<file path="src/hdl/ing_pkg.sv">
// Packet ingress aggregator shared definitions
// Sizes, bus word structs, counter struct and arbiter state
`default_nettype none

package ing_pkg;

    //////////////////////////////
    // Sizes

    localparam int NUM_PORTS      = 4;
    localparam int PORT_IDX_WIDTH = 2;
    localparam int DATA_BYTES     = 4;
    localparam int BUF_DEPTH      = 64;
    localparam int BUF_ADDR_WIDTH = 6;
    localparam int MAX_PKT_WORDS  = 16;
    localparam int CNT_WIDTH      = 16;

    //////////////////////////////
    // Bus types

    // One stream word with keep all ones except possibly on the last word
    typedef struct packed {
        logic [DATA_BYTES*8-1:0] data;
        logic [DATA_BYTES-1:0]   keep;
        logic                    last;
    } ing_word_t;

    // Ingress port strobe bundle
    typedef struct packed {
        logic      valid;
        ing_word_t word;
    } ing_in_t;

    // Converged output bus without ready
    typedef struct packed {
        logic                      valid;
        ing_word_t                 word;
        logic [PORT_IDX_WIDTH-1:0] port;
    } ing_out_t;

    typedef struct packed {
        logic [CNT_WIDTH-1:0] frames;
        logic [CNT_WIDTH-1:0] drops;
    } ing_cnts_t;

    typedef enum logic {
        ARB_IDLE,
        ARB_SEND
    } arb_state_t;

endpackage

`default_nettype wire
</file>
<file path="src/hdl/ing_output_stage.sv">
// Converged bus output register
// Captures the granted head word with its source port index
`default_nettype none

module ing_output_stage (
    input  var logic                                core_clk_ifc,
    input  var logic                                rst_n,
    input  var ing_pkg::ing_word_t                  heads [ing_pkg::NUM_PORTS-1:0],
    input  var logic [ing_pkg::PORT_IDX_WIDTH-1:0]  grant,
    input  var logic                                load,
    input  var logic                                bus_ready,
    output ing_pkg::ing_out_t                       bus_out,
    output logic                                    stage_ready
);

    import ing_pkg::*;

    logic                      out_valid;
    ing_word_t                 out_word;
    logic [PORT_IDX_WIDTH-1:0] out_port;

    // Empty now or draining on this edge
    assign stage_ready = !out_valid || bus_ready;

    assign bus_out = '{valid: out_valid, word: out_word, port: out_port};

    //////////////////////////////
    // Output register

    always_ff @(posedge core_clk_ifc or negedge rst_n) begin
        if (!rst_n) begin
            out_valid <= 1'b0;
        end else if (load) begin
            out_valid <= 1'b1;
        end else if (bus_ready) begin
            out_valid <= 1'b0;
        end
    end

    // Payload only changes on a load, so it holds while stalled
    always_ff @(posedge core_clk_ifc) begin
        if (load) begin
            out_word <= heads[grant];
            out_port <= grant;
        end
    end

endmodule

`default_nettype wire

</file>
<file path="config.mk">
export PLATFORM = sky130hd
export DESIGN_NAME = ing_output_stage
export DESIGN_NICKNAME = d
export VERILOG_FILES = /design/src/hdl/ing_pkg.sv /design/src/hdl/ing_output_stage.sv
export SDC_FILE = /design/constraint.sdc
export NUM_CORES = 1
export LEC_CHECK = 0
export BUFFER_PORTS_ARGS = -buffer_cell sky130_fd_sc_hd__buf_2
export CORE_MARGIN = 4
export CORE_UTILIZATION = 35
export DETAILED_ROUTE_END_ITERATION = 10
export PLACE_DENSITY_LB_ADDON = 0.1
export SLEW_MARGIN = 30
export SYNTH_ARGS = -nofsm -noshare
export SYNTH_HDL_FRONTEND = slang
export SYNTH_SLANG_ARGS = --single-unit
</file>
<file path="constraint.sdc">
create_clock -name core_clk_ifc -period 0.8 [get_ports core_clk_ifc]
set_input_delay 0.04 -clock core_clk_ifc [delete_from_list [all_inputs] [get_ports core_clk_ifc]]
set_output_delay 0.04 -clock core_clk_ifc [all_outputs]
set_load 0.02 [all_outputs]
</file>
Word-level counts from Yosys, hierarchy flattened
Index checks and enable logic that the tools add are counted.
Widths: inputs -> output; s select.
- multiplexer cells: 4
- reductions and logical operators: 3
- magnitude comparators: 1
- operators with widths (kind ; number):
    $bmux 37 s2 ; 1
    $mux 37 ; 1
    $lt 2x3->1 const B ; 1
    $mux 1 ; 2
    $reduce_bool 2->1 ; 1
    $logic_not 1->1 ; 1
    $logic_or 1x1->1 ; 1
- word-level logic and storage cells: 13
- register bits after elaboration: 40
- input bits: 154
- output and inout bits: 41

Depth between registers and ports, before layout
- depth in word-level cells: 2
- depth in mapped cells: 3
- depth with buffers taken out: 2

Worst setup path after synthesis
OpenSTA, ideal clock, no wires.
- path kind: in2reg
- from: input port grant[0] (netlist bit)
- to: register out_word, in the netlist bus_out[10], data pin
- arrival time: 0.813 ns
- path slack: -0.285 ns
- path buffers: 2
- data required time: 0.528 ns
- stages: 3
- setup time: 0.272 ns
- cell sequence: buf_6 -> buf_12 -> mux4_2
- cells in the longest elaborated chain, start to end: 2
- RTL lines (what ; RTL line ; text):
    start: declaration ; ing_output_stage.sv:9 ; input var logic [ing_pkg::PORT_IDX_WIDTH-1:0] grant,
    $bmux 37 s2 ; ing_output_stage.sv:43 ; out_word <= heads[grant];
    $mux 37 (implied by the code) ; ing_output_stage.sv:43 ;
    end signal: assignment ; ing_output_stage.sv:43 ;
    end: declaration ; ing_output_stage.sv:19 ; ing_word_t out_word;
No other way between the ends. The select of a mux whose other input is x is not followed.
A chain may end at the register's enable or synchronous reset.

Final worst setup path
- from: register out_valid
- to: output port stage_ready
- cells in the longest elaborated chain, start to end: 2
- RTL lines (what ; RTL line ; text):
    start: declaration ; ing_output_stage.sv:18 ; logic out_valid;
    start signal: assignment ; ing_output_stage.sv:32 ; out_valid <= 1'b0;
    start signal: assignment ; ing_output_stage.sv:34 ; out_valid <= 1'b1;
    start signal: assignment ; ing_output_stage.sv:36 ; out_valid <= 1'b0;
    $logic_not 1->1 ; ing_output_stage.sv:23 ; assign stage_ready = !out_valid || bus_ready;
    $logic_or 1x1->1 ; ing_output_stage.sv:23 ;
    end: declaration ; ing_output_stage.sv:13 ; output logic stage_ready
No other way between the ends.

==> results by group <==
Worst setup path
  • Crit path required time: 0.76 ns
  • Endpoint type of the worst setup path: output pin
  • Critical Path AT: 0.94 ns
  • CP Max Fanout: 2
  • Kind of cell adding the most delay to the critical path: flip-flops
  • CP max stage cell: dfrtp_1
  • Critical Path Source Type: register
  • Critical path type: reg -> out
  • CP peak stage delay: 0.39 ns
  • Worst path buffer plus inverter count: 1
  • Crit-path cells: nand2b_1 > buf_6

Placed design
  • Post-DP HPWL: approximately 5.3 mm
  • Port Buffer Count: 194
  • GPL Wtd Cong: 0.701
  • Placed cells: 356

Route
  • # DRC: 0
  • Final WL: 6.59 mm
  • WL/cell: 17.8 µm
  • Antenna-violating nets left: 0
  • Vias per std cell: around 4.9
  • Drt pass-1 iters: 4
  • DR vias: 1824
  • Initial drt markers: 67

Timing
  • Final Critical Period: 0.976 ns
  • Fin crit share: 122%
  • Setup Viol. Count Final: between 50 and 60
  • Final Max Slew Viols: 0
  • Max-slew headroom: 89.3%
  • Worst slew pin tran: 0.161 ns
  • Fmax: just over 1 GHz
  • Final Hold Viols: 0
  • Setup WS post-layout: -0.176 ns
  • Clock skew: 0 ns
  • RSZ-0062 raised after global routing: true

CTS
  • CTS sink cnt: 40
  • H-tree Lvls: 2
  • Root Driver: clkbuf_8
  • Clock buffer depth: 2
  • Worst-path clk slew: 0.08 ns
  • TritonCTS clock tree: done
  • Clk_lat worst skew: between 0.2 and 0.3 ns
  • CTS buffer count: 5

Yosys
  • Seq/Total Area, Yosys: 55.2%
  • Yosys warns: 0
  • Synth cell types: 10
  • Avg Cell Area, Syn: roughly 25 µm²
  • Syn Nets: 242
  • Synth Register Bits: 40
  • Cell area after synthesis: around 2200 µm²
  • Cells after Synth: 88

Status
  • Outcome: finished, violations left
  • Failing checks: negative setup slack

Global route
  • Global-route wire length before repair: 9.60 mm
  • Tot GR Track Use: between 10% and 20%
  • Global route overflow: 0
  • Initial antenna violation count: 0
  • Largest net degree at the start of global routing: 18
  • Vias in the first global route: 2048

Cells and area
  • Layout Cells excl Fill: 370
  • Share of layout cells above drive strength 1: 84.7%
  • NumNets Final: 448
  • Ant diodes: 0
  • Area Growth Syn to Fin: 67.6%
  • Final Util: 61.0%

Run
  • MaxCap Viol Count: 0

Die
  • Num ports: 195
  • Die area: between 7000 and 8000 µm²
  • Die span in y: 86.7 µm
  • Core area: just under 6000 µm²
  • Starting Density: 36.4%
  • Die width: 86.7 µm
  • # rows: 28

Power and ir drop
  • Maximum vdd ir drop: 0.618 mV
  • Power Dens Cells: ~1500 nW/µm²
  • Leakage Power: approximately 1.6 nW

Worst hold path
  • Hold Crit Class: in -> async
## cell type report
class | instances | area [µm²]
Multi-Input combinational cell | 39 | 850
Fill cell | 508 | 2320
Sequential cell | 40 | 1200
Timing Repair Buffer | 208 | 1410
Clock inverter | 3 | 13.8
Clock buffer | 5 | 68.8
Tap cell | 75 | 93.8
## worst paths after layout
kind,endpoint,slack (ns),from,cells past startpoint
min in group core_clk_ifc,out_port[0],0.12,grant[0],2
setup reg to reg,out_valid,0.01,out_valid,3
max in group asynchronous,out_valid,0.66,rst_n,2
setup / recovery,stage_ready,-0.18,out_valid,2
hold / removal,out_valid,0.05,rst_n,2
hold reg to reg,out_valid,0.70,out_valid,3
## cell usage after synthesis
cell type | number | area [µm²]
clkbuf_2 | 1 | 5.00
buf_12 | 3 | 60.1
nand2b_1 | 2 | 12.5
buf_4 | 1 | 7.51
mux4_2 | 30 | 676
edfxtp_1 | 39 | 1170
dfrtp_1 | 1 | 25.0
mux4_1 | 7 | 184
buf_6 | 1 | 11.3
buf_2 | 3 | 15.0
## repair_timing
| action | in CTS | in global routing |
|---|---|---|
| cloned | 3 | 0 |
| setup endpoints to repair | 78 | 54 |
| buffers inserted | 2 | 1 |
| hold endpoints to repair | 1 | 0 |
| hold buffers | 1 | 0 |
| resized for setup | 40 | 23 |
## layer usage
layer	wire length (µm)	track usage [%]	vias up	share of wire [%]
met5	0	0	-	0
met4	142	5.52	0	2.2
met3	869	6.18	13	13
li1	-	-	819	-
met2	3560	32.8	127	54
met1	2010	17.1	865	31
## power breakdown
part / switching (W) / total [W] / internal (W) / leakage (nW)
clock: 0.000689 / 0.00128 / 0.000592 / 0.0453
combinational: 0.000662 / 0.00163 / 0.000972 / 1.19
sequential: 0.0000738 / 0.00264 / 0.00256 / 0.392
total: 0.00143 / 0.00555 / 0.00413 / 1.63
## registers in the layout, summed over array words and instances, names as in the netlist
| name | cells |
|---|---|
| out_valid | 1 |
| bus_out | 37 |
| out_port | 2 |
## kinds of logic after synthesis
kind of cell           after synthesis  synth area share, %
AND/OR/NAND/NOR                      2                0.577
flip-flops                          40                 55.2
buffers and inverters                9                 4.56
multiplexers                        37                 39.7
## worst reg2reg max path, delay by kind of cell (launching register included)
family                 cells  cell delay (ns)
AND/OR/NAND/NOR            2             0.16
buffers and inverters      1             0.12
flip-flops                 1             0.39
## stage by stage
step / setup TNS [ns] / setup WS, ns / cell area, µm² / hold WS [ns] / total power, W
after global placement: -13.73 / -0.388 / 3280 / -0.185 / 0.00403
after CTS: -3.20 / -0.146 / 3570 / 0.0429 / 0.00556
after detailed placement: -14.34 / -0.422 / 3280 / -0.183 / 0.00406
after floorplan: -8.49 / -0.247 / 2180 / -0.256 / 0.00340
final: -2.67 / -0.176 / 3630 / 0.0533 / 0.00555
after global routing: -4.55 / -0.219 / 3630 / 0.0523 / 0.00585
## placed cells by master, fill, tap and decap left out
master,instances
buf_16,3
buf_4,2
dfrtp_1,1
mux4_1,1
edfxtp_1,39
buf_12,9
clkbuf_8,5
buf_2,168
dlygate4sd3_1,1
clkinv_2,2
mux4_2,36
buf_6,25
clkinv_1,1
nand2b_1,2
No activity file was read; power rests on OpenSTA's default activity.
