### src/hdl/ing_pkg.sv
// Packet ingress aggregator shared definitions
// Sizes, bus word structs, counter struct and arbiter state
`default_nettype none

package ing_pkg;

    //////////////////////////////
    // Sizes

    localparam int NUM_PORTS      = 4;
    localparam int PORT_IDX_WIDTH = 2;
    localparam int DATA_BYTES     = 4;
    localparam int BUF_DEPTH      = 64;
    localparam int BUF_ADDR_WIDTH = 6;
    localparam int MAX_PKT_WORDS  = 16;
    localparam int CNT_WIDTH      = 16;

    //////////////////////////////
    // Bus types

    // One stream word with keep all ones except possibly on the last word
    typedef struct packed {
        logic [DATA_BYTES*8-1:0] data;
        logic [DATA_BYTES-1:0]   keep;
        logic                    last;
    } ing_word_t;

    // Ingress port strobe bundle
    typedef struct packed {
        logic      valid;
        ing_word_t word;
    } ing_in_t;

    // Converged output bus without ready
    typedef struct packed {
        logic                      valid;
        ing_word_t                 word;
        logic [PORT_IDX_WIDTH-1:0] port;
    } ing_out_t;

    typedef struct packed {
        logic [CNT_WIDTH-1:0] frames;
        logic [CNT_WIDTH-1:0] drops;
    } ing_cnts_t;

    typedef enum logic {
        ARB_IDLE,
        ARB_SEND
    } arb_state_t;

endpackage

`default_nettype wire
### src/hdl/ing_arbiter_fsm.sv
// Round-robin packet arbiter
// Grants one buffer with a complete packet and reads it out whole
`default_nettype none

module ing_arbiter_fsm (
    input  var logic                                core_clk_ifc,
    input  var logic                                rst_n,
    input  var logic [ing_pkg::NUM_PORTS-1:0]       pkt_avail,
    input  var logic [ing_pkg::NUM_PORTS-1:0]       head_last,
    input  var logic                                stage_ready,
    output logic [ing_pkg::PORT_IDX_WIDTH-1:0]      grant,
    output logic [ing_pkg::NUM_PORTS-1:0]           rd_en,
    output logic                                    load
);

    import ing_pkg::*;

    arb_state_t                state;
    logic                      found;
    logic [PORT_IDX_WIDTH-1:0] next_port;

    //////////////////////////////
    // Round-robin search

    // Starts at the port after the last grant
    always_comb begin : rr_search
        logic [PORT_IDX_WIDTH-1:0] cand;
        found     = 1'b0;
        next_port = grant;
        for (int i = 1; i <= NUM_PORTS; i++) begin
            cand = grant + PORT_IDX_WIDTH'(i);
            if (!found && pkt_avail[cand]) begin
                found     = 1'b1;
                next_port = cand;
            end
        end
    end

    //////////////////////////////
    // Read pacing

    assign load  = (state == ARB_SEND) && stage_ready;
    assign rd_en = load ? (NUM_PORTS'(1) << grant) : '0;

    // Grant register doubles as the last granted port
    always_ff @(posedge core_clk_ifc or negedge rst_n) begin
        if (!rst_n) begin
            state <= ARB_IDLE;
            grant <= PORT_IDX_WIDTH'(NUM_PORTS - 1);
        end else begin
            case (state)
                ARB_IDLE: begin
                    if (found) begin
                        grant <= next_port;
                        state <= ARB_SEND;
                    end
                end
                ARB_SEND: begin
                    // Hold the grant until the packet's last word is loaded
                    if (load && head_last[grant]) begin
                        state <= ARB_IDLE;
                    end
                end
                default: begin
                    state <= ARB_IDLE;
                end
            endcase
        end
    end

endmodule

`default_nettype wire

### config.mk
export PLATFORM = sky130hd
export DESIGN_NAME = ing_arbiter_fsm
export DESIGN_NICKNAME = d
export VERILOG_FILES = /design/src/hdl/ing_pkg.sv /design/src/hdl/ing_arbiter_fsm.sv
export SDC_FILE = /design/constraint.sdc
export NUM_CORES = 1
export LEC_CHECK = 0
export ABC_AREA = 1
export BUFFER_PORTS_ARGS = -buffer_cell sky130_fd_sc_hd__clkbuf_2
export CAP_MARGIN = 15
export CORE_AREA = 2 2 39 41
export CTS_CLUSTER_DIAMETER = 120
export CTS_CLUSTER_SIZE = 28
export DETAILED_ROUTE_END_ITERATION = 10
export DIE_AREA = 0 0 41 43
export PLACE_DENSITY = 0.75
export SYNTH_ARGS = -nofsm -noshare
export SYNTH_HDL_FRONTEND = slang
export SYNTH_SLANG_ARGS = --single-unit
### constraint.sdc
create_clock -name core_clk_ifc -period 2.8 [get_ports core_clk_ifc]
set_input_delay 0.28 -clock core_clk_ifc [delete_from_list [all_inputs] [get_ports core_clk_ifc]]
set_output_delay 0.28 -clock core_clk_ifc [all_outputs]
set_load 0.02 [all_outputs]
After elaboration in Yosys (flattened, before gate mapping)
Index checks and enable logic that the tools add are counted.
Operators by class
  multiplexer cells: 21
  shift-type cells: 1
  $lt $le $gt $ge: 4
  bitwise logic cells: 2
  add/sub/neg operators: 3
  reductions and logical operators: 10
Operators by type and width (count)
  $lt A2 B3 Y1 const B: 4
  $mux W1: 11
  $bmux W1 S2: 5
  $mux W2: 3
  $logic_and A1 B1 Y1: 5
  $add A2 B2 Y2 const B: 2
  $mux W4: 1
  $reduce_and A4 Y1: 1
  $shl A1 B2 Y4 const A: 1
  $logic_not A1 Y1: 3
  $reduce_bool A3 Y1: 1
  $add A2 B1 Y2 const B: 1
  $not A1 Y1: 2
  $pmux W1 S2: 1
Word-level totals
  logic and storage cells: 43
  output and inout port bits: 7
  register bits: 3

Longest topological paths before layout
  depth in word-level cells: 15
  depth in mapped cells: 11

Worst setup path before layout
Ideal clock, no wire load.
  kind: reg2reg
  from: register grant[0] in the netlist's numbering
  to: register grant[1] in the netlist's numbering
  setup time: 76 ps
  path slack: 1003 ps
  stages on the path, launching flop included: 12
  period minus slack after synthesis: 1797 ps
  arrival: 1722 ps
  data required time: 2724 ps
  path through: dfstp_2 > buf_6 > inv_6 > ha_1 > inv_1 > nand3_2 > nand2_4 > nand2_2 > nand2_1 > nand3_1 > nand2_1 > nand2_1
Between the ends
  word-level cells in the longest chain between the ends: 14
  elaborated cells on any way between the ends: 27
  those cells by class: add/sub: 3; mux: 15; bitwise: 1; reduce/logical: 8
RTL lines
  start, declared: line ing_arbiter_fsm.sv:11  | output logic [ing_pkg::PORT_IDX_WIDTH-1:0] grant,
  start signal, assigned: line ing_arbiter_fsm.sv:49  | grant <= PORT_IDX_WIDTH'(NUM_PORTS - 1);
  start signal, assigned: line ing_arbiter_fsm.sv:54  | grant <= next_port;
  $add A2 B1 Y2: line ing_arbiter_fsm.sv:31  | cand = grant + PORT_IDX_WIDTH'(i);
  $bmux W1 S2: line ing_arbiter_fsm.sv:32  | if (!found && pkt_avail[cand]) begin
  $mux W1 (implied by the code): line ing_arbiter_fsm.sv:32
  $mux W1: line ing_arbiter_fsm.sv:32
  $logic_not A1 Y1: line ing_arbiter_fsm.sv:32
  $logic_and A1 B1 Y1: line ing_arbiter_fsm.sv:32
  $mux W1: line ing_arbiter_fsm.sv:32
  $logic_not A1 Y1: line ing_arbiter_fsm.sv:32
  $logic_and A1 B1 Y1: line ing_arbiter_fsm.sv:32
  $mux W1: line ing_arbiter_fsm.sv:32
  $logic_not A1 Y1: line ing_arbiter_fsm.sv:32
  $logic_and A1 B1 Y1: line ing_arbiter_fsm.sv:32
  $mux W1 or $not A1 Y1 (tied branches)
  $reduce_and A4 Y1 (no line)
Parallel ways exist; a longest one is shown, timed or not. The select of a mux whose other input is x is not followed.
A chain may end at the register's enable or synchronous reset.

Final worst setup path
  from: register grant[0] in the netlist's numbering
  to: register grant[0] in the netlist's numbering
Same word-level chain as after synthesis.

==> flow_summary.yaml <==
status:
  status: "finished, final reports clean"
global_route:
  overflow: 0
  grt_pass1_wl_um: 1856
  antenna_found_initial: 0
  grt_pass1_vias: 504
  grt_max_degree: 14
  grtUsageTotal_pct: 14.94
setup_path:
  r2r_slack_ns: 0.91
  crit_slowest_cell: "dfstp_2"
  startpoint_type: "register"
  r2r-start: "grant[0]"
  r2r_cells: 9
  rr_endpoint: "grant[0]"
  crit_fanout: 13
  cp.buffers_inverters: 2
  crit_type: "register to register"
  cp_data_required_time_ns: 2.96
  crit_path_end_kind: "register"
  cp.arrival_ns: 2.05
  worstPathCellList: "inv_6, ha_1, inv_1, nand3_2, nand2_4, nand3_4, nand3_1, nand2_1, o21ai_1"
  crit_family: "flip-flops"
  critPathMaxStageDelay_ns: 0.69
  startpoint: "grant[0]"
  cp_num_cells: 9
yosys:
  avgSynthCellArea_um2: 6.033
  synth_seq_cells: 3
  ys_types: 17
  ys_seq_area_share_pct: 15.31
  syn_inst: 84
  synth_compound_area_share_pct: 4.938
  post_synth_main_area_contributors: "nand2_1, nand3_1, dfstp_2"
  syn_area_um2: 506.7
  yosysTopAreaCellShare_pct: 19.26
  yosysTopAreaCell: "nand2_1"
  synthMuxAreaShare_pct: 0
  synthesis.nets: 99
  synth_adder_area_share_pct: 9.877
  yosysWarnings: 0
  yosys.area_share.simple_pct: 57.04
  synth_top_family_by_area: "simple AND/OR/NAND/NOR gates"
  synthXorXnorAreaFrac_pct: 0
final_layout:
  drive_above_1_share_pct: 31.43
  nets: 121
  layoutNonFillerInstCount: 121
  area_growth_pct: 25.68
  antenna_cells: 0
timing:
  finalHoldViolCount: 0
  setup_slack_ns: 0.9101
  rsz0062_at_grt: "no"
  post-route-min-period_ns: 1.890
  maxSlewHeadroom_pct: 81.71
  slew_violations: 0
  max_freq_ghz: 0.5291
  setup_viol_count_final: 0
  fin_skew_ns: 0.002198
  fin_crit_sh_pct: 67.50
  worst_slew_pin_slew_ns: 0.2744
  finalSetupTns_ns: 0
place:
  port_buffers: 17
  hpwl_um: 898.9
  gp_congestion: 0.7512
  place_ws_ns: 0.9068
  dp.cells: 116
clocking:
  clockRootBuffer: "clkbuf_4"
  clock_path_buffers: 2
  h-tree-depth: 1
  cts_resized: 0
  cts.reportedPaths.clkPinSlew_ns: 0.04
  cts.sinks: 3
  clock_latency_ns: 0.23
  cts_tree: "yes"
  numCtsBuffers: 3
die:
  die_w_um: 41
  pin_count: 18
  initial_utilization_pct: 36.62
  num_rows: 14
  die_area_um2: 1763
  core_um2: 1384
  fp.dieH_um: 43
flow_run:
  cap_violations: 0
routing:
  drt-wirelength-per-cell_um: 9.182
  firstDrtPassIters: 4
  drt_iter0_drc: 9
  routed_wl_um: 1111
  vias: 561
  drc: 0
  via_per_inst: 4.636
  ant_nets: 0
worst_hold_path:
  hold_path.class: "input port to async pin"
power:
  power_density_nw_per_um2: 1176
  ir_worst_vdd_mv: 0.4869
  p_leak_nw: 0.3758
[cell usage after synthesis]
library cell	count
ha_1	4
nor2_1	11
nand2_2	3
o21ai_0	2
nand2_4	3
inv_2	1
dfrtp_1	1
dfstp_2	2
nand2_1	26
nand3_4	1
a21oi_1	2
buf_6	1
inv_6	1
nand3_1	12
o21ai_1	1
inv_1	11
nand3_2	2
[stage by stage]
stage / power, W / utilization (%) / hold WS (ns) / instance area [µm²]
global route: 0.0008379 / 46.02 / 0.3950 / 636.9
detailed placement: 0.0006751 / 43.40 / 0.08150 / 600.6
floorplan: 0.0005735 / - / -0.01559 / 506.7
finish: 0.0007489 / 46.02 / 0.3822 / 636.9
global placement: 0.0006586 / 43.40 / 0.07864 / 600.6
CTS: 0.0007586 / 46.02 / 0.3794 / 636.9
[cells in the final DEF (no fill, tap or decap)]
cell type,count
a21oi_1,2
inv_1,11
dfstp_2,2
nand3_2,2
clkbuf_4,3
clkbuf_2,17
inv_6,1
o21ai_1,1
o21ai_0,2
nor2_1,11
inv_2,1
nand3_4,1
ha_1,4
dfrtp_1,1
dlygate4sd3_1,1
nand2_1,26
clkbuf_1,1
nand2_2,3
nand2_4,3
nand3_1,12
[layout make-up]
| cell class | count | area [µm²] |
|---|---|---|
| multi-input combinational | 67 | 364.1 |
| sequential | 3 | 77.57 |
| inverter | 13 | 53.80 |
| tap | 16 | 20.02 |
| clock buffer | 4 | 26.28 |
| fill | 158 | 747.0 |
| timing repair buffer | 18 | 95.09 |
[layer usage]
metal / global-route usage, % / wire length, µm / vias up / share of wire [%]
li1: - / - / 307 / -
met1: 17.63 / 499 / 231 / 45
met2: 25.62 / 526 / 21 / 47
met3: 1.571 / 73 / 2 / 6.6
met4: 6.000 / 11 / 0 / 0.99
met5: 0 / 0 / - / 0
[worst max path at each step]
stage | end | slack, ns
2_1_floorplan | grant[1] | 1.00
3_3_place_gp | grant[1] | 0.99
3_5_place_dp | grant[0] | 0.91
4_1_cts | grant[0] | 0.90
5_1_grt | grant[1] | 0.75
6_report | grant[0] | 0.91
[flip-flops by register name, summed over array words and instances, names as in the netlist]
signal and flops:
grant 2, state 1
[report_power, final]
group | switching (W) | leakage [nW] | internal, W | total (W)
Combinational | 0.000353 | 0.330 | 0.000191 | 0.000544
Sequential | 0.0000505 | 0.0309 | 0.0000767 | 0.000127
Clock | 0.0000238 | 0.0150 | 0.0000535 | 0.0000773
Total | 0.000427 | 0.376 | 0.000322 | 0.000749
[timing repair]
item                      4_1_cts  5_1_grt
hold buffers                    1        0
buffers inserted                0        0
hold endpoints to repair        1        0
[worst reg2reg max path, stage by stage, from the launching register on]
cell	delay, ns
dfstp_2	0.69
inv_6	0.10
ha_1	0.38
inv_1	0.14
nand3_2	0.11
nand2_4	0.10
nand3_4	0.08
nand3_1	0.10
nand2_1	0.06
o21ai_1	0.08
[cell families (layout without fill, tap and decap cells)]
family	after synthesis	after routing
buf+inv	14	35
fa+ha+maj	4	4
simple gates	58	58
compound gates	5	5
flops	3	3
Power figures use the tool's default switching activity.
