## src/hdl/ing_pkg.sv

```systemverilog
// Packet ingress aggregator shared definitions
// Sizes, bus word structs, counter struct and arbiter state
`default_nettype none

package ing_pkg;

    //////////////////////////////
    // Sizes

    localparam int NUM_PORTS      = 4;
    localparam int PORT_IDX_WIDTH = 2;
    localparam int DATA_BYTES     = 4;
    localparam int BUF_DEPTH      = 64;
    localparam int BUF_ADDR_WIDTH = 6;
    localparam int MAX_PKT_WORDS  = 16;
    localparam int CNT_WIDTH      = 16;

    //////////////////////////////
    // Bus types

    // One stream word with keep all ones except possibly on the last word
    typedef struct packed {
        logic [DATA_BYTES*8-1:0] data;
        logic [DATA_BYTES-1:0]   keep;
        logic                    last;
    } ing_word_t;

    // Ingress port strobe bundle
    typedef struct packed {
        logic      valid;
        ing_word_t word;
    } ing_in_t;

    // Converged output bus without ready
    typedef struct packed {
        logic                      valid;
        ing_word_t                 word;
        logic [PORT_IDX_WIDTH-1:0] port;
    } ing_out_t;

    typedef struct packed {
        logic [CNT_WIDTH-1:0] frames;
        logic [CNT_WIDTH-1:0] drops;
    } ing_cnts_t;

    typedef enum logic {
        ARB_IDLE,
        ARB_SEND
    } arb_state_t;

endpackage

`default_nettype wire
```

## src/hdl/ing_port_buffer.sv

```systemverilog
// Ingress port store-and-forward buffer
// Admits or drops whole packets and tracks complete packets held
`default_nettype none

module ing_port_buffer (
    input  var logic               core_clk_ifc,
    input  var logic               rst_n,
    input  var ing_pkg::ing_in_t   port_in,
    input  var logic               enable,
    input  var logic               rd_en,
    output ing_pkg::ing_word_t     head,
    output logic                   pkt_avail,
    output logic                   frame_strobe,
    output logic                   drop_strobe
);

    import ing_pkg::*;

    //////////////////////////////
    // Storage and pointers

    ing_word_t                 mem [BUF_DEPTH];
    logic [BUF_ADDR_WIDTH-1:0] wr_ptr;
    logic [BUF_ADDR_WIDTH-1:0] rd_ptr;
    logic [BUF_ADDR_WIDTH:0]   word_cnt;
    logic [BUF_ADDR_WIDTH:0]   pkt_cnt;
    logic [BUF_ADDR_WIDTH:0]   free_words;

    // Write side packet state
    logic in_pkt;
    logic keep_pkt;

    logic first_word;
    logic room;
    logic wr;
    logic pkt_in;
    logic pkt_out;

    assign free_words = (BUF_ADDR_WIDTH+1)'(BUF_DEPTH) - word_cnt;

    // Space for a full size packet is needed up front
    assign room       = free_words >= (BUF_ADDR_WIDTH+1)'(MAX_PKT_WORDS);
    assign first_word = port_in.valid && !in_pkt;
    assign wr         = port_in.valid && (in_pkt ? keep_pkt : (enable && room));
    assign pkt_in     = wr && port_in.word.last;
    assign pkt_out    = rd_en && head.last;

    assign head      = mem[rd_ptr];
    assign pkt_avail = pkt_cnt != '0;

    always_ff @(posedge core_clk_ifc) begin
        if (wr) begin
            mem[wr_ptr] <= port_in.word;
        end
    end

    //////////////////////////////
    // Admission decision

    always_ff @(posedge core_clk_ifc or negedge rst_n) begin
        if (!rst_n) begin
            in_pkt       <= 1'b0;
            keep_pkt     <= 1'b0;
            frame_strobe <= 1'b0;
            drop_strobe  <= 1'b0;
        end else begin
            if (port_in.valid) begin
                in_pkt <= !port_in.word.last;
                if (first_word) begin
                    keep_pkt <= enable && room;
                end
            end
            frame_strobe <= pkt_in;
            // Disabled ports discard silently
            drop_strobe  <= first_word && enable && !room;
        end
    end

    //////////////////////////////
    // Pointers and occupancy

    always_ff @(posedge core_clk_ifc or negedge rst_n) begin
        if (!rst_n) begin
            wr_ptr   <= '0;
            rd_ptr   <= '0;
            word_cnt <= '0;
            pkt_cnt  <= '0;
        end else begin
            if (wr) begin
                wr_ptr <= wr_ptr + 1'b1;
            end
            if (rd_en) begin
                rd_ptr <= rd_ptr + 1'b1;
            end
            case ({wr, rd_en})
                2'b10:   word_cnt <= word_cnt + 1'b1;
                2'b01:   word_cnt <= word_cnt - 1'b1;
                default: word_cnt <= word_cnt;
            endcase
            // Complete packets held
            case ({pkt_in, pkt_out})
                2'b10:   pkt_cnt <= pkt_cnt + 1'b1;
                2'b01:   pkt_cnt <= pkt_cnt - 1'b1;
                default: pkt_cnt <= pkt_cnt;
            endcase
        end
    end

endmodule

`default_nettype wire

```

## config.mk

```make
export PLATFORM = sky130hd
export DESIGN_NAME = ing_port_buffer
export DESIGN_NICKNAME = d
export VERILOG_FILES = /design/src/hdl/ing_pkg.sv /design/src/hdl/ing_port_buffer.sv
export SDC_FILE = /design/constraint.sdc
export NUM_CORES = 2
export LEC_CHECK = 0
export ABC_AREA = 1
export ABC_CLOCK_PERIOD_IN_PS = 12310
export CAP_MARGIN = 20
export CORE_MARGIN = 2
export CORE_UTILIZATION = 55
export DETAILED_ROUTE_END_ITERATION = 8
export DONT_BUFFER_PORTS = 1
export PLACE_DENSITY = 0.66
export SLEW_MARGIN = 20
export SYNTH_ARGS = -nofsm -noshare
export SYNTH_HDL_FRONTEND = slang
export SYNTH_SLANG_ARGS = --single-unit
```

## constraint.sdc

```tcl
create_clock -name core_clk_ifc -period 12.31 [get_ports core_clk_ifc]
set_clock_uncertainty 0.2 [all_clocks]
set_input_delay 1.231 -clock core_clk_ifc [delete_from_list [all_inputs] [get_ports core_clk_ifc]]
set_output_delay 1.231 -clock core_clk_ifc [all_outputs]
set_load 0.02 [all_outputs]
```

=== Word level (Yosys, flattened, before mapping) ===
Memory sizes are Yosys's and may differ from the RTL's.
Cells that the tools add are included.
W data, S select, Z words.

* Flip-flop bits (word level): 30
* RAM bits: 2368
* Bits of input ports: 42
* Output and inout port bits: 40
* Word-level logic and storage cells: 40
* Memories: 1

* Add/sub/neg operators: 7
* Order comparisons: 1
* Equality and inequality tests: 4
* Mux-type cells: 5
* Reductions and logical operators: 14

{| class="wikitable"
|+ Memory list
! memory !! depth !! bits a word !! read ports !! clocked after memory_dff !! wr ports !! line !! RTL
|-
| mem || 64 || 37 || 1 || 0 || 1 || ing_port_buffer.sv:22 || <nowiki>ing_word_t mem [BUF_DEPTH];</nowiki>
|}

{| class="wikitable"
|+ Operators with widths
! kind !! count
|-
| $pmux W7 S2 || 2
|-
| $add A7 B1 Y7 const B || 2
|-
| $sub A7 B1 Y7 const B || 2
|-
| $add A6 B1 Y6 const B || 2
|-
| $ge A7 B5 Y1 const B || 1
|-
| $logic_and A1 B1 Y1 || 7
|-
| $reduce_bool A7 Y1 || 1
|-
| $sub A7 B7 Y7 const A || 1
|-
| $eq A2 B1 Y1 const B || 2
|-
| $eq A2 B2 Y1 const B || 2
|-
| $reduce_bool A2 Y1 || 2
|-
| $logic_not A1 Y1 || 3
|-
| $mux W1 || 3
|-
| $reduce_and A2 Y1 || 1
|}

=== Logic depth before layout (Yosys ltp) ===
* Depth after elaboration: 8
* Mapped depth: 23
* Gate-level depth less buffers: 19

=== Least setup slack after synthesis ===
OpenSTA, ideal clock, no wires.

* Kind: input to register
* From: input port_in[37] (netlist name)
* To: memory mem[38][0] (netlist name), enable pin
* Library setup time: 477 ps
* Data arrival time: 4455 ps
* Required time: 11633 ps
* Setup slack: 7178 ps
* Cell stages on the path: 7
* Path buffers: 1
* Path through: inv_1 nor2_1 nand3_1 nand2_2 buf_4 nand2_1 nor3_1

* Cells in the longest elaborated chain, start to end: 3

{| class="wikitable"
|+ RTL lines
! item !! line !! RTL
|-
| from (decl) || ing_port_buffer.sv:8 || <nowiki>input var ing_pkg::ing_in_t port_in,</nowiki>
|-
| $logic_and A1 B1 Y1 || ing_port_buffer.sv:44 || <nowiki>assign wr = port_in.valid && (in_pkt ? keep_pkt : (enable && room));</nowiki>
|-
| $mux W1 || ing_port_buffer.sv:52 || <nowiki>if (wr) begin</nowiki>
|-
| $mux W1 (not written as such) || ing_port_buffer.sv:53 || <nowiki>mem[wr_ptr] <= port_in.word;</nowiki>
|-
| to (decl) || ing_port_buffer.sv:22 ||
|}

No other way between the ends.

==> metrics.md <==
| Metric | Value |
|---|---|
| Worst path bufs/invs | 3 |
| Top Ports | 82 |
| # nets final | 7833 |
| YS warnings | 0 |
| Post-route DRC | 0 |
| Design Area, Final | 106000 um2 |
| Multi-input logic area | 22400 um2 |
| TNS Setup | 0 ps |
| First-pass GRT wire length | 405 mm |
| Placed Area | 98400 um2 |
| Post-CTS Setup Inserts | 0 |
| Vias in the first global route | 60000 |
| Initial antenna violation count | 13 |
| CTS root buf | clkbuf_16 |
| CP delay by family, top | buffers and inverters |
| Psw | 9.28 mW |
| Clock sinks | 2398 |
| Post-synthesis cell area | 96700 um2 |
| Layout Cells excl Fill | 10300 |
| Syn_nets | 8003 |
| Met3 routed WL | 29.2 mm |
| CP max-delay cell | dfrtp_4 |
| Gpl congestion | 0.851 |
| Slew Viols, Final | 0 |
| 1st-iter DRT viols | 9640 |
| Largest net degree at the start of global routing | 242 |
| Core ar. | 174000 um2 |
| Hold Vio Cnt, Final | 0 |
| Startpoint Class | flip-flop |
| WL met2 | 131 mm |
| Worst Hold Class | input pin to flip-flop |
| Pin slew with the least headroom to its limit | 1170 ps |
| Syn Inst Count | 7949 |
| CTS tree | built |
| Outcome | completed |
| Wire length on met1 | 108 mm |
| Vias post-DR | 63500 |
| Max incr delay on CP | 940 ps |
| Routed Antenna Nets | 0 |
| Worst Path Arrival | 6020 ps |
| Clk pwr share | 27.8% |
| Synth unique cells | 34 |
| Buffers on Ports | 0 |
| WHS | 260 ps |
| CP Cell Sequence | buf_12 > buf_12 > buf_4 > nand2_1 > nand3_1 > nand3_1 > nand3_1 > nand2_1 > nand2_1 > o21ai_1 > o21ai_1 |
| Comb pwr share | 33.7% |
| Worst-path fanout max | 217 |
| Tmin final | 7450 ps |
| DP Cell Count | 9867 |
| Static Leak | 36.6 nW |
| CP Class | flip-flop to primary output |
| Hold Crit Start | rd_en |
| Sequential share of power | 38.5% |
| CP startpoint | rd_ptr[0]$_DFFE_PN0P_ |
| Die height | 423 um |
| Max Freq | 134 MHz |
| P_int | 15.0 mW |
| Top sig layer | met4 |
| Critical path data required time | 10880 ps |
| Number of synthesized register bits | 2398 |
| Final setup viols | 0 |
| Drt first pass iters | 6 |
| Die width | 423 um |
| Final Cycle Share | 60.5% |
| Cell Rows | 153 |
| PD cells | 230 nW/um2 |
| CTS Buffer Depth | 3 |
| Initial core utilization | 55.5% |
| Final WL | 279 mm |
| Total area of sequential cells | 71900 um2 |
| Total gr overflow | 0 |
| Depth of the CTS H-tree | 4 |
| GRT Overall Usage | 30.8% |
| Synth-to-layout area growth | 9.16% |
| Crit path capture type | primary output |
| Detail Placement HPWL | 130 mm |
| CTS Buf Count | 232 |
| Sw Ratio | 38.3% |
| Reg2reg start | rd_ptr[1]$_DFFE_PN0P_ |
| Avg Cell Area, Syn | 12.2 um2 |
| Rel. slew slack | 21.8% |
| RSZ-0062 raised after global routing | false |
| Vias per cell | 6.16 |
| Clk pin slew, worst setup/hold paths | 60 ps |
| DR WL/cell | 27.0 um |
| Register area share after synthesis | 74.3% |
| Layout cells sized above 1 | 6.15% |
| Die Area | 179000 um2 |
| Clock latency on the worst-skew pair | 870 ps |
| Fillers | 13300 |
| Max_cap viols | 0 |
| Peak VDD IR | 0.000226 V |
-- cell usage in the layout, fill, tap and decap left out, drive strengths merged, types with 15 or more instances in the layout --
| cell type | n |
|---|---|
| nand2 | 2550 |
| edfxtp | 2368 |
| nand3 | 2228 |
| clkbuf | 296 |
| buf | 117 |
| clkinv | 112 |
| nor2 | 74 |
| inv | 48 |
| o21ai | 37 |
| dfrtp | 30 |
| and2 | 25 |
| a21oi | 24 |
| xor2 | 15 |
-- worst reg2reg max path: stages (launching register included) --
cell and delay, ps:
dfrtp_4 580, buf_4 670, buf_12 620, buf_4 1090, nand3_1 250, nand3_1 130
nand3_1 100, nand3_1 130, nand3_1 180, nand2_1 340, nor2_1 200, ha_1 350
fa_1 450, nand3_1 110, nand3_1 80, nand2_1 90, nand2_1 60, a21oi_1 140
nor2_1 50, o21ai_0 160, nand2_1 70
-- routing by layer --
layer / vias up / global-route usage [%]
met1: 31200 / 43.1
met4: 0 / 11.5
met2: 3721 / 49.4
met3: 542 / 4.72
met5: - / 0
li1: 28000 / -
-- synth_stat cells, drive strengths merged --
cell / number / area, um2
clkbuf: 72 / 272
a31oi: 1 / 6.26
nand4: 3 / 18.8
a21o: 1 / 7.51
nand3: 2228 / 11200
edfxtp: 2368 / 71100
o22a: 1 / 8.76
xor2: 15 / 131
dfrtp: 30 / 751
and2: 25 / 156
xnor2: 4 / 35.0
clkinv: 3 / 12.5
inv: 35 / 134
nand2: 2550 / 9580
nor3: 12 / 60.1
nor4: 2 / 27.5
ha: 11 / 138
o21ai: 37 / 185
nor2: 74 / 278
a21oi: 24 / 120
fa: 1 / 20.0
buf: 450 / 2470
a22oi: 1 / 7.51
or2: 1 / 6.26
-- registers in the layout (all words and copies together), names as in the netlist, 6 cells and up --
signal / flops
mem: 2368
pkt_cnt: 7
rd_ptr: 6
word_cnt: 7
wr_ptr: 6
-- path summary, 6_finish.rpt --
check | endpoint | slack [ps] | cells after the start
worst max-delay path | head[22] | 4860 | 11
worst min-delay path | rd_ptr[0]$_DFFE_PN0P_ | 260 | 1
worst max register to register | pkt_cnt[6]$_DFFE_PN0P_ | 6130 | 20
worst min register to register | keep_pkt$_DFFE_PN0P_ | 310 | 2
max in group asynchronous | rd_ptr[3]$_DFFE_PN0P_ | 10950 | 2
min in group asynchronous | rd_ptr[2]$_DFFE_PN0P_ | 730 | 2
-- per-stage QoR --
step	setup WS [ps]	utilization, %	power [mW]
2_1_floorplan	7180	-	15.1
3_3_place_gp	5680	56.5	17.4
3_5_place_dp	5690	56.5	17.5
4_1_cts	4740	60.6	24.1
5_1_grt	4440	60.6	25.2
6_report	4860	60.6	24.2
-- cell families (layout without fill, tap and decap cells) --
family / count (synthesis) / after routing / synth area share [%]
DFF: 2398 / 2398 / 74.3
xor gates and xnor gates: 19 / 19 / 0.172
AOI/OAI and AO/OA: 65 / 65 / 0.347
adders and majority gates: 12 / 12 / 0.163
other: 0 / 2 / 0
and+or+nand+nor: 4895 / 4895 / 22.0
buffers and inverters: 560 / 589 / 2.98
-- cell type report --
| type | count | area share, % |
|---|---|---|
| Sequential cell | 2398 | 68.1 |
| Multi-Input combinational cell | 4991 | 21.2 |
| Clock buffer | 296 | 5.75 |
| Tap cell | 2325 | 2.76 |
| Clock inverter | 137 | 0.983 |
| Timing Repair Buffer | 118 | 0.979 |
| Inverter | 38 | 0.183 |
| Antenna cell | 2 | 0.00474 |
-- power groups by stage --
stage / sequential, mW / combinational (mW) / clock (mW)
final: 9.33 / 8.18 / 6.73
after CTS: 9.33 / 8.05 / 6.77
after floorplan: 9.37 / 5.73 / 0
after global routing: 9.34 / 8.82 / 7.08
after detailed placement: 9.50 / 8.01 / 0
after global placement: 9.49 / 7.92 / 0
-- timing repair --
action | in CTS | in global routing
hold buffers | 2 | 0
endpoints found under the hold margin | 30 | 0
gates resized for setup | 0 | 0
Power figures use the tool's default switching activity.
