File: config.mk
export PLATFORM = sky130hd
export DESIGN_NAME = ing_frame_counters
export DESIGN_NICKNAME = d
export VERILOG_FILES = /design/src/hdl/ing_pkg.sv /design/src/hdl/ing_frame_counters.sv
export SDC_FILE = /design/constraint.sdc
export NUM_CORES = 1
export LEC_CHECK = 0
export BUFFER_PORTS_ARGS = -buffer_cell sky130_fd_sc_hd__buf_2
export CAP_MARGIN = 40
export CORE_ASPECT_RATIO = 0.75
export CORE_UTILIZATION = 50
export DETAILED_ROUTE_END_ITERATION = 10
export PLACE_DENSITY = 0.75
export SLEW_MARGIN = 20
export SYNTH_ARGS = -nofsm -noshare
export SYNTH_HDL_FRONTEND = slang
export SYNTH_SLANG_ARGS = --single-unit
File: constraint.sdc
create_clock -name core_clk_ifc -period 4 [get_ports core_clk_ifc]
set_input_delay 1 -clock core_clk_ifc [delete_from_list [all_inputs] [get_ports core_clk_ifc]]
set_output_delay 1 -clock core_clk_ifc [all_outputs]
set_load 0.02 [all_outputs]
File: src/hdl/ing_pkg.sv
// Packet ingress aggregator shared definitions
// Sizes, bus word structs, counter struct and arbiter state
`default_nettype none

package ing_pkg;

    //////////////////////////////
    // Sizes

    localparam int NUM_PORTS      = 4;
    localparam int PORT_IDX_WIDTH = 2;
    localparam int DATA_BYTES     = 4;
    localparam int BUF_DEPTH      = 64;
    localparam int BUF_ADDR_WIDTH = 6;
    localparam int MAX_PKT_WORDS  = 16;
    localparam int CNT_WIDTH      = 16;

    //////////////////////////////
    // Bus types

    // One stream word with keep all ones except possibly on the last word
    typedef struct packed {
        logic [DATA_BYTES*8-1:0] data;
        logic [DATA_BYTES-1:0]   keep;
        logic                    last;
    } ing_word_t;

    // Ingress port strobe bundle
    typedef struct packed {
        logic      valid;
        ing_word_t word;
    } ing_in_t;

    // Converged output bus without ready
    typedef struct packed {
        logic                      valid;
        ing_word_t                 word;
        logic [PORT_IDX_WIDTH-1:0] port;
    } ing_out_t;

    typedef struct packed {
        logic [CNT_WIDTH-1:0] frames;
        logic [CNT_WIDTH-1:0] drops;
    } ing_cnts_t;

    typedef enum logic {
        ARB_IDLE,
        ARB_SEND
    } arb_state_t;

endpackage

`default_nettype wire
File: src/hdl/ing_frame_counters.sv
// Per-port frame and drop counters with software clear
`default_nettype none

module ing_frame_counters (
    input  var logic                           core_clk_ifc,
    input  var logic                           rst_n,
    input  var logic [ing_pkg::NUM_PORTS-1:0]  frame_strobe,
    input  var logic [ing_pkg::NUM_PORTS-1:0]  drop_strobe,
    input  var logic [ing_pkg::NUM_PORTS-1:0]  cnts_clear,
    output ing_pkg::ing_cnts_t                 cnts [ing_pkg::NUM_PORTS-1:0]
);

    import ing_pkg::*;

    //////////////////////////////
    // Counters

    always_ff @(posedge core_clk_ifc or negedge rst_n) begin
        if (!rst_n) begin
            for (int p = 0; p < NUM_PORTS; p++) begin
                cnts[p] <= '0;
            end
        end else begin
            for (int p = 0; p < NUM_PORTS; p++) begin
                // Clear wins over a strobe in the same cycle
                if (cnts_clear[p]) begin
                    cnts[p] <= '0;
                end else begin
                    if (frame_strobe[p]) begin
                        cnts[p].frames <= cnts[p].frames + 1'b1;
                    end
                    if (drop_strobe[p]) begin
                        cnts[p].drops <= cnts[p].drops + 1'b1;
                    end
                end
            end
        end
    end

endmodule

`default_nettype wire

# Yosys cells after proc, flatten, opt, wreduce, memory -nomap -nowiden
# Cells that the tools add are included.
# totals
in_bits	14
ff_bits	128
wordCells	36
output_inout_bits	128
# classes
mux	12
n_reduce_logical	8
addsub	8
# ops
cell	n
16-bit by 1-bit adder with 16-bit output (second input constant)	8
16-bit 2-to-1 mux	8
32-bit 2-to-1 mux	4
2-bit nonzero test	8

# Depth between registers and ports, before layout
# Gate-level depths: netlist of the first run.
# logic_depth
ltp_word	3
mapped_depth	5
ltp_nobuf	5

# Least setup slack after synthesis of the first run
# OpenSTA, ideal clock, no wires.
# synth_timing
path_kind	input to register
startpoint	input port drop_strobe[3] (netlist bit)
endpoint	register cnts[109] (netlist bit)
arrival_time_ps	2082
setup_time_ps	125
path_stages	5
setup_slack_ps	1794
t_required_ps	3875
n_path_buf	1
path_cell_list	buf_2 -> nand4_1 -> nor2_1 -> and4_1 -> mux2_2
# synth_between
elab_chain_cells	1
# synth_rtl
item	line_no	source
from (decl)	ing_frame_counters.sv:8	input var logic [ing_pkg::NUM_PORTS-1:0] drop_strobe,
2-bit nonzero test (no source line)	--	
to (decl)	ing_frame_counters.sv:10	output ing_pkg::ing_cnts_t cnts [ing_pkg::NUM_PORTS-1:0]
# Every way passes these cells.
# A chain may end at the register's enable or synchronous reset.

# Final worst setup path of the first run
# layout_timing
startpoint	register cnts[7] (netlist bit)
endpoint	output port cnts[7] (netlist bit)
# No word-level cell between the ends.

==> metrics.yaml, run 1 <==
run_status:
  outcome: "finished clean"
critical_path:
  critPathLaunchType: "register"
  cp.arrival_ns: 1.12
  cp_cell_sequence: "buf_2"
  cp_slowest_cell: "dfrtp_1"
  setup.worst_path.end_class: "primary output"
  cp_slowest_stage_delay_ns: 0.49
  crit_path_max_fanout: 8
  worstPathRequired_ns: 3.00
  crit_family: "flip-flops"
  crit_type: "reg2out"
  crit_buf_inv: 1
drt:
  drc_errors: 0
  via_count: 5157
  dr.first_iter.drc_count: 277
  ant_nets: 0
  first_pass_iters: 4
  wirelength_mm: 14.0
  viasPerCell: 5.47
  wl_per_cell_um: 14.9
clock_tree:
  htree_num_levels: 4
  cts_buffers: 17
  clock-sinks: 128
  clk_latency_ns: 0.41
  post-cts-setup-buffers: 0
  root_buffer: "clkbuf_16"
  cts.clk_slew.worst_paths_ns: 0.06
  cts_hold_buffers: 0
  post_cts_resized: 0
  max-clock-path-buffers: 2
  cts_tree: "built"
placement:
  detailed_place.area_um2: 7030
  dp_hpwl_mm: 9.73
  dp_slack_ns: 1.58
  gp_congestion: 0.851
  io_buffer_count: 141
sta:
  hold_violations: 0
  setup_viol: 0
  fin_skew_ns: 0.00969
  setup_tns_ns: 0
  timing.hold.ws_ns: 0.513
  period_share: 0.529
  report.final.slew_viol_count: 0
  grt_setup_unrepaired: "no"
  final.setup.worst_slack_ns: 1.88
  max_freq_ghz: 0.472
  maxSlewHeadroom: 0.587
  worst_pin_slew_ns: 0.620
  period_minus_slack_ns: 2.12
pwr:
  p_per_area_nw_per_um2: 389
  power_mw: 2.95
  cellLeakagePower_nw: 3.57
  peakVddDrop_uv: 286
synthesis:
  syn_nets: 651
  avgSynthCellArea_um2: 9.82
  seq_area_frac_synth: 0.518
  ys_warn_count: 0
  ys_async_sr_fraction: 1.00
  synthCells: 629
  ys_types: 39
  ys_ff_latch: 128
  netlist_area_um2: 6180
  ys.flop_type: "dfrtp_1"
  synth_edf_count: 0
floorplan:
  core_um2: 11800
  num_rows: 34
  die_height_um: 98.3
  start_util: 0.523
  dieArea_um2: 12800
  die_w_um: 130
  num_io_pins: 142
final_layout:
  top_register: "cnts"
  nets: 790
  top_regs: "cnts: 128 flops"
  stdcell_area_um2: 7590
  area_growth_pct: 22.8
  largest_register_ff_count: 128
  antenna_cells: 0
  drive_above_1_share: 0.240
global_routing:
  grt_usage: 0.228
  overflow: 0
  grt_max_degree: 66
  grt_pass1_vias: 4767
  grt_pass1_wl_mm: 22.9
  antenna_found_initial: 0
hold_path:
  min_path_type: "in2async"
job:
  drv_cap: 0
## synthesized netlist by cell type (all sizes together) (3+ instances only)
cell type  count  area (um2)
mux2i          8        80.1
nor4          20         131
nand4         37         244
nor2b          6        37.5
dfrtp        128        3200
buf            6        27.5
a21oi         23         115
xor2          37         324
or3           18         119
xnor2         53         464
nor3          22         110
mux2           6        67.6
o21ai         18        90.1
o31ai          3        22.5
and3          10        68.8
nand3         30         150
inv           13        48.8
or4            3        23.8
ha             8         100
and4           8        70.1
clkbuf        17        63.8
nor2         109         409
nand2         37         139
## layer usage
layer	routed length, um	up-vias	GRT usage
met3	761	10	0.0603
met4	86	0	0.0698
met2	6610	163	0.350
li1	-	2464	-
met5	0	-	0
met1	6550	2520	0.318
## layout by cell type, fill, tap and decap left out, drive strengths merged
master      n
buf       143
bufinv      2
and4        8
clkinvlp    3
nor2b       6
a21oi      23
and2        1
or4b        1
xor2       37
and3       10
or3        18
o21ai      18
mux2i       8
inv        13
o41ai       1
a21o        1
nor4       20
nand2b      2
nor4b       1
clkbuf     20
nand4      37
nor3       22
or4         3
nand2      37
nand3      30
ha          8
a31o        1
nor3b       1
mux2        6
o31ai       3
dfrtp     128
nor2      109
clkinv      6
xnor2      53
## where the power goes
part / internal (mW) / total [mW] / leakage (nW) / switching (mW)
combinational: 0.0438 / 0.142 / 1.52 / 0.0982
sequential: 1.31 / 1.33 / 1.78 / 0.0202
clock: 0.924 / 1.47 / 0.271 / 0.551
## path summary, 6_finish.rpt
kind                                             from                     to  slack, ns  cells past startpoint
worst max register to register  cnts[112]$_DFFE_PN0P_  cnts[126]$_DFFE_PN0P_       2.23                      4
worst max-delay path              cnts[7]$_DFFE_PN0P_                cnts[7]       1.88                      1
max in group asynchronous                       rst_n   cnts[92]$_DFFE_PN0P_       2.69                      2
worst min register to register   cnts[79]$_DFFE_PN0P_   cnts[79]$_DFFE_PN0P_       0.56                      3
min in group core_clk_ifc        cnts[79]$_DFFE_PN0P_   cnts[79]$_DFFE_PN0P_       0.56                      3
worst min-delay path                            rst_n    cnts[4]$_DFFE_PN0P_       0.51                      1
## final cells by class
type	instances	area, um2
fill	958	4240
sequential	128	3200
multi-input combinational	465	2840
timing repair buffer	143	736
clock buffer	20	447
tap	162	203
clock inverter	11	116
inverter	13	48.8
## per-stage QoR
step,std cells,util
after detailed placement,911,0.594
after CTS,942,0.642
after global routing,942,0.642
after global placement,911,0.594
after floorplan,629,-
final,942,0.642
## cell families after synthesis
| kind of cell | share of synthesized area |
|---|---|
| buffers and inverters | 0.0227 |
| adder cells (fa/ha/maj) | 0.0162 |
| flip-flops | 0.518 |
| AO/OA/AOI/OAI | 0.0409 |
| XOR/XNOR | 0.128 |
| AND/OR/NAND/NOR | 0.250 |
| multiplexers | 0.0239 |
No activity file was read; power rests on OpenSTA's default activity.
==> run 2, diff against run 1 <==
Clock period 4 ns to 2.22 ns, I/O delays scaled along.
==> metrics.yaml, run 2 (synthesis gave the netlist of run 1 again) <==
floorplan:
  num_io_pins: 142  # unchanged
  start_util: 0.523  # unchanged
  dieArea_um2: 12800  # unchanged
  core_um2: 11800  # unchanged
  num_rows: 34  # unchanged
  die_height_um: 98.3  # unchanged
  die_w_um: 130  # unchanged
final_layout:
  final_cell_mix: "buf_2, dfrtp_1, nor2_1, xnor2_1"
  n_fill_cell: 980  # +2.3%
  nets: 795  # +0.63%
  drive_above_1_share: 0.247  # +0.00708
  seqCellArea_um2: 3200  # unchanged
  top_register: "cnts"
  final_common_cell: "buf_2"
  top_regs: "cnts: 128 flops"
  area_growth_pct: 24.7
  largest_register_ff_count: 128  # unchanged
  antenna_cells: 0  # unchanged
  multi_input_area_um2: 2840  # unchanged
  stdcell_area_um2: 7710  # +1.5%
  utilization: 0.652  # +0.00984
drt:
  wirelength_mm: 14.7  # +4.9%
  ant_nets: 0  # unchanged
  wl_per_cell_um: 15.5  # +4.2%
  drc_errors: 0  # unchanged
  via_count: 5263  # +2.1%
  first_pass_iters: 5  # +1
  viasPerCell: 5.55  # +1.4%
  dr.first_iter.drc_count: 378  # +36%
placement:
  dp_hpwl_mm: 9.98  # +2.6%
  detailed_place.area_um2: 7080  # +0.71%
  gp_congestion: 0.828  # -2.6%
  io_buffer_count: 141  # unchanged
sta:
  report.final.slew_viol_count: 0  # unchanged
  period_minus_slack_ns: 1.84
  setup_tns_ns: 0  # unchanged
  hold_violations: 0  # unchanged
  worst_pin_slew_ns: 0.570  # -0.0499 ns
  max_freq_ghz: 0.542
  maxSlewHeadroom: 0.620  # +0.0333
  setup_viol: 0  # unchanged
  period_share: 0.831
  grt_setup_unrepaired: "no"
  fin_skew_ns: 0.00777  # -0.00192 ns
critical_path:
  critPathLaunchType: "register"
  cp_slowest_cell: "nor4_1"
  cp_slowest_stage_delay_ns: 0.43  # -0.06 ns
  cp_cell_sequence: "ha_1, nand4_1, nor4_1, mux2_2"
  crit_path_max_fanout: 7  # -1
  crit_type: "reg2reg"
  rr_worst_depth: 4  # unchanged
  setup.worst_path.end_class: "register"
  worstPathRequired_ns: 2.52  # -0.48 ns
  cp.arrival_ns: 2.14  # +1.02 ns
global_routing:
  antenna_found_initial: 0  # unchanged
  overflow: 0  # unchanged
  grt_pass1_wl_mm: 24.6  # +7.3%
  grt_max_degree: 74  # +12%
  grt_usage: 0.244  # +0.0159
  grt_pass1_vias: 5035  # +5.6%
clock_tree:
  cts_buffers: 17  # unchanged
  max-clock-path-buffers: 2  # unchanged
  htree_num_levels: 4  # unchanged
  cts.clk_slew.worst_paths_ns: 0.06  # about the same
  root_buffer: "clkbuf_16"
  post_cts_resized: 0  # unchanged
  cts_tree: "built"
  clk_latency_ns: 0.42  # about the same
  cts_hold_buffers: 0  # unchanged
  clock-sinks: 128  # unchanged
  post-cts-setup-buffers: 0  # unchanged
pwr:
  p_per_area_nw_per_um2: 729  # +88%
  cellLeakagePower_nw: 3.62  # +1.5%
  peakVddDrop_uv: 613  # +110%
job:
  drv_cap: 0  # unchanged
hold_path:
  min_path_type: "in2async"
run_status:
  outcome: "finished clean"
## run 2: changes by cell type in the layout (fill, tap and decap cells not counted)
cell,change
buf_12,+1
buf_4,+4
bufinv_16,+2
clkbuf_1,-1
clkinv_2,-3
clkinv_4,+1
clkinvlp_4,+1
inv_6,+1
## run 2: per-stage QoR
| step | power (mW) | instances | worst slack, ns | hold WS, ns |
|---|---|---|---|---|
| after global placement | 2.70 | 916 | 0.379 | 0.538 |
| after global routing | 5.82 | 948 | 0.279 | 0.160 |
| after detailed placement | 2.71 | 916 | 0.263 | 0.552 |
| after floorplan | 2.58 | 629 | 0.459 | 0.259 |
| after CTS | 5.66 | 948 | 0.395 | 0.154 |
| final | 5.62 | 948 | 0.376 | 0.144 |
## run 2: metal layers
layer / global-route usage / routed length (um) / vias up / share of wire
met1: 0.327 / 6540 / 2595 / 0.45
met3: 0.0575 / 863 / 23 / 0.059
met5: 0 / 0 / - / 0
li1: - / - / 2479 / -
met4: 0.0893 / 180 / 0 / 0.012
met2: 0.387 / 7110 / 166 / 0.48
## run 2: report_power, final
part	switching [mW]	total (mW)	internal (mW)
Clock	1.04	2.95	1.91
Combinational	0.181	0.267	0.0862
Sequential	0.0373	2.40	2.36
Total	1.26	5.62	4.36
## run 2: path summary, 6_finish.rpt
check | from | end | slack, ns
max | cnts[112]$_DFFE_PN0P_ | cnts[126]$_DFFE_PN0P_ | 0.38
min | rst_n | cnts[6]$_DFFE_PN0P_ | 0.14
max reg2reg | cnts[112]$_DFFE_PN0P_ | cnts[126]$_DFFE_PN0P_ | 0.38
min reg2reg | cnts[79]$_DFFE_PN0P_ | cnts[79]$_DFFE_PN0P_ | 0.56
max in group asynchronous | rst_n | cnts[86]$_DFFE_PN0P_ | 1.71
min in group core_clk_ifc | drop_strobe[0] | cnts[0]$_DFFE_PN0P_ | 0.47
## run 2: layout make-up
cell class | instances | share of cell area
repair buffers | 148 | 0.102
multi-input cells | 465 | 0.368
well taps | 162 | 0.0263
flip-flops and latches | 128 | 0.416
inverters | 13 | 0.00633
clock inverters | 13 | 0.0242
clock buffers | 19 | 0.0575
## run 2: critical path, delay by kind of cell, from the launching register on
family | cells | cell delay [ns]
and+or+nand+nor | 2 | 0.73
DFF | 1 | 0.41
muxes | 1 | 0.38
adders and majority gates | 1 | 0.20
